--- src/ce_pkg.sv ---
// Shared definitions for the copy engine. Beat counts are 16 bits, so a transfer holds at most 65535 beats
package ce_pkg;

   // Register port widths
   localparam int CSR_ADDR_W = 4;
   localparam int CSR_DATA_W = 32;

   // Beat count, one 16-bit word
   typedef logic [15:0] beat_cnt_t;

   // --------------------
   // Register map
   localparam logic [CSR_ADDR_W-1:0] REG_SRC_ADDR   = 4'd0;
   localparam logic [CSR_ADDR_W-1:0] REG_DST_ADDR   = 4'd1;
   localparam logic [CSR_ADDR_W-1:0] REG_SIZE       = 4'd2;
   localparam logic [CSR_ADDR_W-1:0] REG_CTRL       = 4'd3;
   localparam logic [CSR_ADDR_W-1:0] REG_STATUS     = 4'd4;
   localparam logic [CSR_ADDR_W-1:0] REG_BEATS_DONE = 4'd5;

   // Status word bit positions
   localparam int STAT_BUSY = 0;
   localparam int STAT_DONE = 1;
   localparam int STAT_ERR  = 2;

   // --------------------
   // Transfer states
   typedef enum logic [2:0] {
      IDLE  = 3'd0,
      REQ   = 3'd1,
      DRAIN = 3'd2,
      DONE  = 3'd3,
      ERR   = 3'd4
   } ce_state_e;

endpackage

--- src/ce_csr.sv ---
`timescale 1ns/1ns
// ADDR_W must not exceed the 32-bit register word and only the low 16 bits of a size write are kept
module ce_csr #(
   parameter int ADDR_W = 32
) (
   input  logic                            clk,
   input  logic                            rst_n,
   input  logic                            csr_wr,
   input  logic                            csr_rd,
   input  logic [ce_pkg::CSR_ADDR_W-1:0]   csr_addr,
   input  logic [ce_pkg::CSR_DATA_W-1:0]   csr_wdata,
   output logic [ce_pkg::CSR_DATA_W-1:0]   csr_rdata,
   input  logic                            busy,
   input  logic                            done,
   input  logic                            err,
   input  ce_pkg::beat_cnt_t               beats_done,
   output logic [ADDR_W-1:0]               src_addr,
   output logic [ADDR_W-1:0]               dst_addr,
   output ce_pkg::beat_cnt_t               size,
   output logic                            start
);
   localparam int DW = ce_pkg::CSR_DATA_W;

   logic          done_sticky;
   logic          err_sticky;
   logic [DW-1:0] status;

   // Start only from a control write with bit 0 set, and never mid-transfer
   assign start = csr_wr && (csr_addr == ce_pkg::REG_CTRL) && csr_wdata[0] && !busy;

   // Live flags are ORed in so a read in the DONE or ERR cycle already sees them
   always_comb begin
      status                    = '0;
      status[ce_pkg::STAT_BUSY] = busy;
      status[ce_pkg::STAT_DONE] = done_sticky | done;
      status[ce_pkg::STAT_ERR]  = err_sticky | err;
   end

   // --------------------
   // Programmed registers
   always_ff @(posedge clk) begin
      if (!rst_n) begin
         src_addr    <= '0;
         dst_addr    <= '0;
         size        <= '0;
         done_sticky <= 1'b0;
         err_sticky  <= 1'b0;
      end else begin
         if (csr_wr && (csr_addr == ce_pkg::REG_SRC_ADDR))
            src_addr <= csr_wdata[ADDR_W-1:0];
         if (csr_wr && (csr_addr == ce_pkg::REG_DST_ADDR))
            dst_addr <= csr_wdata[ADDR_W-1:0];
         if (csr_wr && (csr_addr == ce_pkg::REG_SIZE))
            size <= ce_pkg::beat_cnt_t'(csr_wdata);
         // Sticky until the next start
         if (start) begin
            done_sticky <= 1'b0;
            err_sticky  <= 1'b0;
         end else begin
            done_sticky <= done_sticky | done;
            err_sticky  <= err_sticky | err;
         end
      end
   end

   // --------------------
   // Read-back, one cycle after csr_rd
   always_ff @(posedge clk) begin
      if (csr_rd) begin
         case (csr_addr)
            ce_pkg::REG_SRC_ADDR:   csr_rdata <= DW'(src_addr);
            ce_pkg::REG_DST_ADDR:   csr_rdata <= DW'(dst_addr);
            ce_pkg::REG_SIZE:       csr_rdata <= DW'(size);
            ce_pkg::REG_STATUS:     csr_rdata <= status;
            ce_pkg::REG_BEATS_DONE: csr_rdata <= DW'(beats_done);
            default:                csr_rdata <= '0;
         endcase
      end
   end

endmodule

--- src/ce_ctrl_fsm.sv ---
`timescale 1ns/1ns
// A request already on the bus is held until accepted even if a faulted completion arrives meanwhile
module ce_ctrl_fsm #(
   parameter int DATA_W = 64,
   parameter int ADDR_W = 32
) (
   input  logic              clk,
   input  logic              rst_n,
   input  logic              start,
   input  logic [ADDR_W-1:0] src_addr,
   input  ce_pkg::beat_cnt_t size,
   input  logic              can_issue,
   input  ce_pkg::beat_cnt_t next_beats,
   input  logic              all_written,
   input  logic              none_outstanding,
   input  logic              cpl_fault,
   output logic              rd_req_valid,
   output logic [ADDR_W-1:0] rd_req_addr,
   output ce_pkg::beat_cnt_t rd_req_beats,
   input  logic              rd_req_ready,
   output logic              req_fire,
   output logic              busy,
   output logic              done,
   output logic              err,
   output logic              done_irq
);
   localparam int BEAT_BYTES = DATA_W / 8;

   ce_pkg::ce_state_e state;
   ce_pkg::ce_state_e state_nxt;
   logic              fault_seen;
   logic              req_wait;
   logic              stop;
   logic              drain_end;

   // A fault stops new requests from the very cycle it arrives
   assign stop = fault_seen | cpl_fault;

   assign rd_req_valid = (state == ce_pkg::REQ) && can_issue && (req_wait || !stop);
   assign req_fire     = rd_req_valid && rd_req_ready;
   assign rd_req_beats = next_beats;

   assign busy = (state == ce_pkg::REQ) || (state == ce_pkg::DRAIN);
   assign done = (state == ce_pkg::DONE);
   assign err  = (state == ce_pkg::ERR);

   // Error path waits for every reservation to clear
   assign drain_end = stop ? none_outstanding : all_written;
   assign done_irq  = (state == ce_pkg::DRAIN) && drain_end;

   // --------------------
   // Next state
   always_comb begin
      state_nxt = state;
      case (state)
         ce_pkg::IDLE, ce_pkg::DONE, ce_pkg::ERR: begin
            if (start)
               state_nxt = (size == '0) ? ce_pkg::DRAIN : ce_pkg::REQ;
            else
               state_nxt = ce_pkg::IDLE;
         end
         ce_pkg::REQ: begin
            if ((stop || next_beats == '0) && !(rd_req_valid && !rd_req_ready))
               state_nxt = ce_pkg::DRAIN;
         end
         ce_pkg::DRAIN: begin
            if (drain_end)
               state_nxt = stop ? ce_pkg::ERR : ce_pkg::DONE;
         end
         default: state_nxt = ce_pkg::IDLE;
      endcase
   end

   always_ff @(posedge clk) begin
      if (!rst_n) begin
         state      <= ce_pkg::IDLE;
         fault_seen <= 1'b0;
         req_wait   <= 1'b0;
      end else begin
         state      <= state_nxt;
         fault_seen <= start ? 1'b0 : (fault_seen | cpl_fault);
         req_wait   <= rd_req_valid && !rd_req_ready;
      end
   end

   // Running source address, one request size in bytes per accepted request
   always_ff @(posedge clk) begin
      if (start)
         rd_req_addr <= src_addr;
      else if (req_fire)
         rd_req_addr <= rd_req_addr + ADDR_W'(rd_req_beats) * ADDR_W'(BEAT_BYTES);
   end

endmodule

--- src/ce_xfer_counter.sv ---
`timescale 1ns/1ns
// Expects MAX_REQ_BEATS no larger than BUF_DEPTH and BUF_DEPTH well below the 16-bit beat range
module ce_xfer_counter #(
   parameter int BUF_DEPTH     = 16,
   parameter int MAX_REQ_BEATS = 4
) (
   input  logic                           clk,
   input  logic                           rst_n,
   input  logic                           start,
   input  ce_pkg::beat_cnt_t              size,
   input  logic                           req_fire,
   input  ce_pkg::beat_cnt_t              rd_req_beats,
   input  logic [$clog2(BUF_DEPTH+1)-1:0] buf_free,
   input  logic                           cpl_fault,
   input  logic                           beat_pop,
   output ce_pkg::beat_cnt_t              next_beats,
   output logic                           can_issue,
   output logic                           all_written,
   output logic                           none_outstanding,
   output ce_pkg::beat_cnt_t              beats_done
);
   localparam int                CNT_W = $clog2(BUF_DEPTH + 1);
   localparam ce_pkg::beat_cnt_t MAX_B = ce_pkg::beat_cnt_t'(MAX_REQ_BEATS);

   ce_pkg::beat_cnt_t left;
   ce_pkg::beat_cnt_t total;
   logic [CNT_W-1:0]  reserved;
   logic [CNT_W-1:0]  res_nxt;
   logic [CNT_W-1:0]  in_flight;

   assign next_beats = (left > MAX_B) ? MAX_B : left;

   // Reserved covers beats in flight plus beats parked in the buffer
   assign in_flight = reserved - (CNT_W'(BUF_DEPTH) - buf_free);
   assign can_issue = (next_beats != '0) &&
                      (ce_pkg::beat_cnt_t'(buf_free) >=
                       ce_pkg::beat_cnt_t'(in_flight) + next_beats);

   assign all_written      = (beats_done == total);
   assign none_outstanding = (reserved == '0);

   always_comb begin
      res_nxt = reserved;
      if (req_fire)
         res_nxt = res_nxt + CNT_W'(rd_req_beats);
      if (beat_pop)
         res_nxt = res_nxt - CNT_W'(1);
      if (cpl_fault)
         res_nxt = res_nxt - CNT_W'(1);
   end

   always_ff @(posedge clk) begin
      if (!rst_n) begin
         left       <= '0;
         total      <= '0;
         reserved   <= '0;
         beats_done <= '0;
      end else begin
         reserved <= res_nxt;
         if (start) begin
            left       <= size;
            total      <= size;
            beats_done <= '0;
         end else begin
            if (req_fire)
               left <= left - rd_req_beats;
            if (beat_pop)
               beats_done <= beats_done + 1'b1;
         end
      end
   end

endmodule

--- src/ce_cpl_buffer.sv ---
`timescale 1ns/1ns
// No back-pressure toward the host, so every pushed beat must have space reserved beforehand
module ce_cpl_buffer #(
   parameter int DATA_W    = 64,
   parameter int BUF_DEPTH = 16
) (
   input  logic                           clk,
   input  logic                           rst_n,
   input  logic                           cpl_valid,
   input  logic [DATA_W-1:0]              cpl_data,
   input  logic                           cpl_err,
   input  logic                           pop,
   output logic [DATA_W-1:0]              head_data,
   output logic                           not_empty,
   output logic [$clog2(BUF_DEPTH+1)-1:0] buf_free,
   output logic                           cpl_fault
);
   localparam int PTR_W = $clog2(BUF_DEPTH);
   localparam int CNT_W = $clog2(BUF_DEPTH + 1);

   logic [DATA_W-1:0] mem [BUF_DEPTH];
   logic [PTR_W-1:0]  wr_ptr;
   logic [PTR_W-1:0]  rd_ptr;
   logic [CNT_W-1:0]  count;
   logic              push;

   // Errored beats never enter the FIFO
   assign push      = cpl_valid && !cpl_err;
   assign cpl_fault = cpl_valid && cpl_err;

   assign head_data = mem[rd_ptr];
   assign not_empty = (count != '0);
   assign buf_free  = CNT_W'(BUF_DEPTH) - count;

   // --------------------
   // Storage
   always_ff @(posedge clk) begin
      if (push)
         mem[wr_ptr] <= cpl_data;
   end

   // Pointers wrap explicitly so the depth need not be a power of two
   always_ff @(posedge clk) begin
      if (!rst_n) begin
         wr_ptr <= '0;
         rd_ptr <= '0;
         count  <= '0;
      end else begin
         if (push)
            wr_ptr <= (wr_ptr == PTR_W'(BUF_DEPTH - 1)) ? '0 : wr_ptr + 1'b1;
         if (pop)
            rd_ptr <= (rd_ptr == PTR_W'(BUF_DEPTH - 1)) ? '0 : rd_ptr + 1'b1;
         case ({push, pop})
            2'b10:   count <= count + 1'b1;
            2'b01:   count <= count - 1'b1;
            default: count <= count;
         endcase
      end
   end

endmodule

--- src/ce_hps_writer.sv ---
`timescale 1ns/1ns
// HPS must never return more credits than it was given, the count saturates at WR_CREDITS
module ce_hps_writer #(
   parameter int DATA_W     = 64,
   parameter int ADDR_W     = 32,
   parameter int WR_CREDITS = 2
) (
   input  logic              clk,
   input  logic              rst_n,
   input  logic              start,
   input  logic [ADDR_W-1:0] dst_addr,
   input  logic              not_empty,
   input  logic [DATA_W-1:0] head_data,
   output logic              pop,
   output logic              wr_valid,
   output logic [ADDR_W-1:0] wr_addr,
   output logic [DATA_W-1:0] wr_data,
   input  logic              wr_credit
);
   localparam int CRD_W      = $clog2(WR_CREDITS + 1);
   localparam int BEAT_BYTES = DATA_W / 8;

   logic [CRD_W-1:0] credits;
   logic [CRD_W-1:0] crd_nxt;

   // One beat out per held credit
   assign pop      = not_empty && (credits != '0);
   assign wr_valid = pop;
   assign wr_data  = head_data;

   always_comb begin
      crd_nxt = credits;
      if (pop)
         crd_nxt = crd_nxt - CRD_W'(1);
      if (wr_credit && crd_nxt != CRD_W'(WR_CREDITS))
         crd_nxt = crd_nxt + CRD_W'(1);
   end

   // --------------------
   // Credit count
   always_ff @(posedge clk) begin
      if (!rst_n)
         credits <= CRD_W'(WR_CREDITS);
      else
         credits <= crd_nxt;
   end

   // Destination address steps one beat per write
   always_ff @(posedge clk) begin
      if (start)
         wr_addr <= dst_addr;
      else if (pop)
         wr_addr <= wr_addr + ADDR_W'(BEAT_BYTES);
   end

endmodule

--- src/ce_top.sv ---
`timescale 1ns/1ns
// Host to HPS copy engine, host must send only requested beats and in request order
module ce_top #(
   parameter int DATA_W        = 64,
   parameter int ADDR_W        = 32,
   parameter int BUF_DEPTH     = 16,
   parameter int MAX_REQ_BEATS = 4,
   parameter int WR_CREDITS    = 2
) (
   input  logic                          clk,
   input  logic                          rst_n,
   // Register port
   input  logic                          csr_wr,
   input  logic                          csr_rd,
   input  logic [ce_pkg::CSR_ADDR_W-1:0] csr_addr,
   input  logic [ce_pkg::CSR_DATA_W-1:0] csr_wdata,
   output logic [ce_pkg::CSR_DATA_W-1:0] csr_rdata,
   // Host read request
   output logic                          rd_req_valid,
   output logic [ADDR_W-1:0]             rd_req_addr,
   output ce_pkg::beat_cnt_t             rd_req_beats,
   input  logic                          rd_req_ready,
   // Host completions
   input  logic                          cpl_valid,
   input  logic [DATA_W-1:0]             cpl_data,
   input  logic                          cpl_err,
   // HPS write
   output logic                          wr_valid,
   output logic [ADDR_W-1:0]             wr_addr,
   output logic [DATA_W-1:0]             wr_data,
   input  logic                          wr_credit,
   output logic                          done_irq
);
   localparam int FREE_W = $clog2(BUF_DEPTH + 1);

   logic              start;
   logic [ADDR_W-1:0] src_addr;
   logic [ADDR_W-1:0] dst_addr;
   ce_pkg::beat_cnt_t size;
   logic              busy;
   logic              done;
   logic              err;
   ce_pkg::beat_cnt_t beats_done;
   ce_pkg::beat_cnt_t next_beats;
   logic              can_issue;
   logic              all_written;
   logic              none_outstanding;
   logic              req_fire;
   logic              cpl_fault;
   logic [FREE_W-1:0] buf_free;
   logic              pop;
   logic [DATA_W-1:0] head_data;
   logic              not_empty;

   ce_csr #(.ADDR_W(ADDR_W)) ce_csr_inst (
      .clk        (clk),        .rst_n      (rst_n),
      .csr_wr     (csr_wr),     .csr_rd     (csr_rd),
      .csr_addr   (csr_addr),   .csr_wdata  (csr_wdata),
      .csr_rdata  (csr_rdata),  .busy       (busy),
      .done       (done),       .err        (err),
      .beats_done (beats_done), .src_addr   (src_addr),
      .dst_addr   (dst_addr),   .size       (size),
      .start      (start)
   );

   ce_ctrl_fsm #(.DATA_W(DATA_W), .ADDR_W(ADDR_W)) ce_ctrl_fsm_inst (
      .clk          (clk),          .rst_n            (rst_n),
      .start        (start),        .src_addr         (src_addr),
      .size         (size),         .can_issue        (can_issue),
      .next_beats   (next_beats),   .all_written      (all_written),
      .cpl_fault    (cpl_fault),    .none_outstanding (none_outstanding),
      .rd_req_valid (rd_req_valid), .rd_req_addr      (rd_req_addr),
      .rd_req_beats (rd_req_beats), .rd_req_ready     (rd_req_ready),
      .req_fire     (req_fire),     .busy             (busy),
      .done         (done),         .err              (err),
      .done_irq     (done_irq)
   );

   ce_xfer_counter #(.BUF_DEPTH(BUF_DEPTH), .MAX_REQ_BEATS(MAX_REQ_BEATS)) ce_xfer_counter_inst (
      .clk         (clk),          .rst_n            (rst_n),
      .start       (start),        .size             (size),
      .req_fire    (req_fire),     .rd_req_beats     (rd_req_beats),
      .buf_free    (buf_free),     .cpl_fault        (cpl_fault),
      .beat_pop    (pop),          .next_beats       (next_beats),
      .can_issue   (can_issue),    .none_outstanding (none_outstanding),
      .all_written (all_written),  .beats_done       (beats_done)
   );

   ce_cpl_buffer #(.DATA_W(DATA_W), .BUF_DEPTH(BUF_DEPTH)) ce_cpl_buffer_inst (
      .clk       (clk),       .rst_n     (rst_n),
      .cpl_valid (cpl_valid), .cpl_data  (cpl_data),
      .cpl_err   (cpl_err),   .pop       (pop),
      .head_data (head_data), .not_empty (not_empty),
      .buf_free  (buf_free),  .cpl_fault (cpl_fault)
   );

   ce_hps_writer #(.DATA_W(DATA_W), .ADDR_W(ADDR_W), .WR_CREDITS(WR_CREDITS)) ce_hps_writer_inst (
      .clk       (clk),       .rst_n     (rst_n),
      .start     (start),     .dst_addr  (dst_addr),
      .not_empty (not_empty), .head_data (head_data),
      .pop       (pop),       .wr_valid  (wr_valid),
      .wr_addr   (wr_addr),   .wr_data   (wr_data),
      .wr_credit (wr_credit)
   );

endmodule

--- config.mk ---
export PLATFORM = sky130hd
export DESIGN_NAME = ce_top
export DESIGN_NICKNAME = d
export VERILOG_FILES = /design/src/ce_pkg.sv /design/src/ce_csr.sv /design/src/ce_ctrl_fsm.sv /design/src/ce_xfer_counter.sv /design/src/ce_cpl_buffer.sv /design/src/ce_hps_writer.sv /design/src/ce_top.sv
export SDC_FILE = /design/constraint.sdc
export NUM_CORES = 1
export LEC_CHECK = 0
export BUFFER_PORTS_ARGS = -buffer_cell sky130_fd_sc_hd__buf_2
export CAP_MARGIN = 15
export CORE_MARGIN = 2
export CORE_UTILIZATION = 35
export CTS_CLUSTER_SIZE = 28
export DETAILED_ROUTE_END_ITERATION = 6
export GPL_ROUTABILITY_DRIVEN = 0
export SYNTH_ARGS = -nofsm -noshare
export SYNTH_HDL_FRONTEND = slang
export SYNTH_SLANG_ARGS = --single-unit
--- constraint.sdc ---
create_clock -name clk -period 10.4 [get_ports clk]
set_clock_uncertainty 0.2 [all_clocks]
set_input_delay 2.08 -clock clk [delete_from_list [all_inputs] [get_ports clk]]
set_output_delay 2.08 -clock clk [all_outputs]
set_load 0.05 [all_outputs]
==> results.yml, run 1 <==
global_routing:
  overflow: 0
  antenna_found_initial: 24
  grt_pass1_vias: 27400
  grt_max_degree: 148
  grt.total_usage_pct: 16.7
  grt_pass1_wl_um: 186000
yosys:
  ys_seq_elements: 1279
  syn_area_mm2: 0.0514
  synth_top_flop_cell: "edfxtp_1"
  yosys_warnings: 0
  netlist_instances: 2870
  synth.avg_cell_area_um2: 17.9
  async_flop_share_pct: 0
  synth_cell_types: 82
  synth_edf_count: 1120
  synth_common_cells: "edfxtp_1, nand2_1, mux4_2, dfxtp_1, a21oi_1"
  synth_top_area_share_pct: 65.5
  synth.largest_area_cell: "edfxtp_1"
  ys_seq_area_share_pct: 71.7
  yosysMostFrequentCell: "edfxtp_1"
  synth_area_leaders: "edfxtp_1, mux4_2, dfxtp_1, nand2_1, a21oi_1"
route:
  num_vias: 27200
  first_pass_iters: 5
  vias_per_cell: 5.21
  wirelength_um: 127000
  postRouteAntennaNets: 0
  drcViolationCount: 0
  wl_per_cell_um: 24.2
  drt-initial-drc-count: 2170
floorplan:
  start_util_pct: 35.2
  dieArea_mm2: 0.150
  core_mm2: 0.146
  std_cell_rows: 140
  chipHeight_um: 387
  die_w_um: 387
  ios: 287
layout:
  fin_nets: 3361
  final_cell_area_mm2: 0.0594
  fillCellCount: 13000
  fin_util_pct: 40.8
  final_layout_size_suffix_gt1_share_pct: 26.3
  regArea_mm2: 0.0368
  synthToLayoutAreaGrowth_pct: 15.7
  multi_input_area_mm2: 0.0139
  stdcell_count: 5226
timing:
  grt_setup_unrepaired: "no"
  slew_headroom_pct: 21.8
  tightest_slew_ns: 1.17
  finalSetupTns_ns: 0
  hold_viol: 0
  layout_min_cycle_time_ns: 7.01
  slew_violations: 0
  post-route-period-util_pct: 67.4
  setup_violations: 0
  max_freq_mhz: 143
  setup_slack_ns: 3.39
clock_tree:
  cts_made_buffers: 138
  insertion_delay_ns: 0.78
  cts_hold_buf: 0
  htreeDepth: 4
  post-cts-setup-buffers: 0
  cts_tree: "done"
  clk_pin_slew_ns: 0.05
  cts-root-buf: "clkbuf_16"
  cts_buffer_depth: 3
  cts.sinks: 1279
  postCtsResizedCells: 0
setup_path:
  r2r-start: "ce_cpl_buffer_inst.count[0]"
  setup.worst_path.end_class: "output pin"
  regToRegSetupSlack_ns: 4.22
  crit_arrival_ns: 4.73
  worstReg2RegEnd: "ce_xfer_counter_inst.reserved[4]"
  worstRegToRegCells: 23
  crit_path_max_fanout: 6
  crit_type: "reg -> out"
  worstPathRequired_ns: 8.12
  setup.worst_path.start_class: "register"
min_path:
  worstHoldStart: "ce_xfer_counter_inst.total[9]"
  holdCritPathClass: "reg -> reg"
  hold_end: "ce_xfer_counter_inst.total[9]"
  hold_path_depth: 2
placement:
  place_area_mm2: 0.0550
  port_buffers: 273
  post-dp-hpwl_um: 70500
  place_ws_ns: 4.12
  placedCellCount: 4970
power_and_ir_drop:
  total_leakage_power_uw: 0.0193
  max-vdd-ir-drop_mv: 0.174
  powerDensity_mw_per_mm2: 234
run_status:
  status: "finished, final reports clean"
job:
  maxCapViolCount: 0
## worst max-delay path, stage by stage (launching register included)
cell and delay (ns):
dfxtp_1 0.42, inv_1 0.12, ha_1 0.35, ha_1 0.29, ha_1 0.23, fa_1 0.46
ha_1 0.36, a21o_1 0.20, a21oi_1 0.17, xor2_1 0.09, ha_1 0.30, nand2_1 0.06
o21ai_1 0.43, nand2_1 0.17, inv_1 0.08, buf_2 0.25
## cell type report
cell class,instances,area share (%)
well taps,1917,4.04
flip-flops and latches,1279,62.0
clock inverters,68,1.14
multi-input cells,1429,23.4
inverters,34,0.221
clock buffers,182,6.35
diodes,6,0.0253
repair buffers,311,2.82
## state kept, by name (all words and copies together) (netlist names), 5 cells and up, named ones only
register,cells
ce_ctrl_fsm_inst.rd_req_addr,32
ce_hps_writer_inst.wr_addr,32
ce_xfer_counter_inst.total,16
ce_csr_inst.csr_rdata,32
ce_cpl_buffer_inst.count,5
ce_xfer_counter_inst.beats_done,16
ce_csr_inst.size,16
ce_csr_inst.src_addr,32
ce_csr_inst.dst_addr,32
ce_xfer_counter_inst.left,16
ce_cpl_buffer_inst.mem,1024
ce_xfer_counter_inst.reserved,5
## cells in the final DEF (no fill, tap or decap), types with 7 or more instances in the layout
cell type	n
nand3_1	30
clkinv_1	29
and3_1	20
nor4_1	12
a22oi_1	32
nand2b_1	10
buf_2	273
nor3_1	15
and2_1	10
clkbuf_16	144
a21oi_1	144
nor2_1	72
a21o_1	12
clkinv_2	14
nand2_1	322
a22o_1	17
o31ai_1	8
ha_1	55
mux4_2	320
clkbuf_1	35
conb_1	30
nor2b_1	7
clkinv_16	7
a31oi_1	10
xnor2_1	36
and2_4	12
dfxtp_1	155
a211oi_1	7
edfxtp_1	1120
inv_1	32
buf_4	36
nand4_1	10
xor2_1	71
o21ai_0	59
## logic make-up (layout without fill, tap and decap cells)
family / Yosys count / in the layout / synth area share (%)
other: 2 / 36 / 0.0146
adders and majority gates: 60 / 60 / 1.53
muxes: 327 / 327 / 14.2
and+or+nand+nor: 564 / 564 / 5.02
DFF: 1279 / 1279 / 71.7
xor gates and xnor gates: 108 / 108 / 1.86
AOI/OAI and AO/OA: 340 / 340 / 4.16
buffers and inverters: 190 / 595 / 1.58
## report_power, final
part | leakage (µW) | internal [µW] | switching [µW]
combinational | 0.00567 | 1250 | 1890
sequential | 0.0115 | 5740 | 209
clock | 0.00215 | 2720 | 2080
total | 0.0193 | 9710 | 4170
## how the worst max path moves through the flow
stage          slack [ns]  cells after the start           end                          from
2_1_floorplan        4.36                      4      done_irq                       cpl_err
3_3_place_gp         4.20                     15  rd_req_valid   ce_cpl_buffer_inst.count[0]
4_1_cts              3.27                     15  rd_req_valid   ce_cpl_buffer_inst.count[0]
5_1_grt              3.08                     15  rd_req_valid  ce_xfer_counter_inst.left[3]
3_5_place_dp         4.12                     15  rd_req_valid   ce_cpl_buffer_inst.count[0]
6_report             3.39                     15  rd_req_valid   ce_cpl_buffer_inst.count[0]
## stage by stage
stage	hold WS (ns)	power [µW]
2_1_floorplan	0.236	8400
3_3_place_gp	0.247	9230
5_1_grt	0.279	14400
6_report	0.254	13900
4_1_cts	0.259	14000
3_5_place_dp	0.251	9240
## metal layers
metal	share of wire, %	GRT usage, %
met1	42	22.3
met2	48	27.5
met3	6.4	3.53
met4	2.7	5.23
met5	0.10	0
No activity file was read; power rests on OpenSTA's default activity.
==> inputs of run 2 (changes only) <==
Clock period 10.4 ns to 5.8 ns, I/O delays scaled along.
==> run 2 against run 1 <==
Power is 82% higher. Via count rose by 0.92%. Global-route usage grew 0.13 points. Final cell count up 0.67%. Critical path depth up 1. Count of clock-buffer cells in the layout shrank 2. Worst hold slack improved by 0.0032 ns. Largest power group unchanged.
==> results.yml, run 2 (synthesis gave the netlist of run 1 again) <==
run_status:
  status: "finished, final reports clean"
timing:
  setup_violations: 0
  slew_violations: 0
  setup_slack_ns: 0.285
  tightest_slew_ns: 1.06
  post-route-period-util_pct: 95.1
  hold_viol: 0
  slew_headroom_pct: 29.5
  layout_min_cycle_time_ns: 5.52
  max_freq_mhz: 181
setup_path:
  slowest_delay_ns: 0.59
  cp_slowest_cell: "fa_1"
  crit_path_max_fanout: 5
  setup.worst_path.end_class: "output pin"
  crit_type: "reg -> out"
  cp_cell_sequence: "inv_1 > ha_4 > ha_1 > ha_2 > fa_1 > ha_4 > a21o_1 > a21oi_2 > xor2_1 > ha_1 > a21oi_2 > o21ai_2 > buf_4 > nand2_2 > inv_1 > buf_4"
  worstPathRequired_ns: 4.44
  crit_arrival_ns: 4.16
  setup.worst_path.start_class: "register"
placement:
  post-dp-hpwl_um: 74200
  place_ws_ns: -0.0234
  place_area_mm2: 0.0555
  port_buffers: 273
floorplan:
  dieArea_mm2: 0.150
  std_cell_rows: 140
  die_w_um: 387
  ios: 287
  chipHeight_um: 387
  core_mm2: 0.146
  start_util_pct: 35.2
route:
  drt-initial-drc-count: 2440
  top_layer: "met5"
  met2_length_um: 61900
  met3_length_um: 7310
  wl_met1_um: 55400
  vias_per_cell: 5.22
  wirelength_um: 127000
  first_pass_iters: 5
  postRouteAntennaNets: 0
  num_vias: 27500
  drcViolationCount: 0
  wl_per_cell_um: 24.2
layout:
  fin_nets: 3399
  final_cell_area_mm2: 0.0601
  mostFrequentLayoutCell: "edfxtp_1"
  final_cell_mix: "edfxtp_1, nand2_1, mux4_2"
  final_layout_size_suffix_gt1_share_pct: 27.7
  largest_reg_flops: 1024
  synthToLayoutAreaGrowth_pct: 17.1
  largest_register: "ce_cpl_buffer_inst.mem"
global_routing:
  grt_pass1_vias: 27900
  grt.total_usage_pct: 16.9
  grt_max_degree: 124
  antenna_found_initial: 24
  overflow: 0
  grt_pass1_wl_um: 188000
clock_tree:
  cts_made_buffers: 139
  cts_hold_buf: 0
  cts_buffer_depth: 3
  cts.sinks: 1279
  insertion_delay_ns: 0.78
  clk_pin_slew_ns: 0.06
  htreeDepth: 4
  cts_tree: "done"
  cts-root-buf: "clkbuf_16"
job:
  maxCapViolCount: 0
power_and_ir_drop:
  powerDensity_mw_per_mm2: 419
  total_leakage_power_uw: 0.0196
  max-vdd-ir-drop_mv: 0.268
min_path:
  holdCritPathClass: "reg -> reg"
run 2: through the flow:
stage / util [%] / hold WS (ns) / total power, µW / setup TNS, ns / std cells
floorplan: - / 0.236 / 15100 / 0 / 2898
global placement: 38.1 / 0.248 / 16600 / 0 / 5006
detailed placement: 38.1 / 0.250 / 16700 / -0.0234 / 5006
CTS: 41.2 / 0.258 / 25500 / 0 / 5258
global route: 41.3 / 0.278 / 26300 / -0.00740 / 5259
finish: 41.3 / 0.257 / 25200 / 0 / 5261
run 2: path summary, 6_finish.rpt:
check                                start                                to  slack [ns]  cells after the start
max            ce_cpl_buffer_inst.count[0]                      rd_req_valid        0.28                     16
min          ce_xfer_counter_inst.total[0]     ce_xfer_counter_inst.total[0]        0.26                      2
max reg2reg    ce_cpl_buffer_inst.count[0]  ce_xfer_counter_inst.reserved[4]        0.34                     24
min reg2reg  ce_xfer_counter_inst.total[0]     ce_xfer_counter_inst.total[0]        0.26                      2
run 2: area by class of cell:
cell class / count / area (µm²)
fill: 12900 / 85600
sequential: 1279 / 36800
multi-input combinational: 1429 / 14000
clock buffer: 180 / 3700
tap: 1917 / 2400
timing repair buffer: 348 / 2240
clock inverter: 71 / 821
inverter: 34 / 131
antenna: 3 / 7.51
run 2: timing repair:
item                       4_1_cts  5_1_grt
buffers inserted                 1        0
resized for setup                4       12
pin swaps                        1        4
setup endpoints to repair        2        2
run 2: layer usage:
layer  vias up  track usage (%)
li1      12100                -
met1     14400             22.8
met2       777             27.4
met3       196             3.93
met4        30             4.23
met5         -                0
run 2: critical path: cells and delay by family (launching register included):
kind	cells	cell delay (ns)
compound gates	4	0.57
xor+xnor	1	0.16
fa+ha+maj	6	1.82
buf+inv	4	0.45
flops	1	0.33
simple gates	1	0.08
run 2: power by group:
part	internal [µW]	switching (µW)	total (µW)
Combinational	2400	3480	5870
Clock	4940	3750	8690
Sequential	10300	334	10600
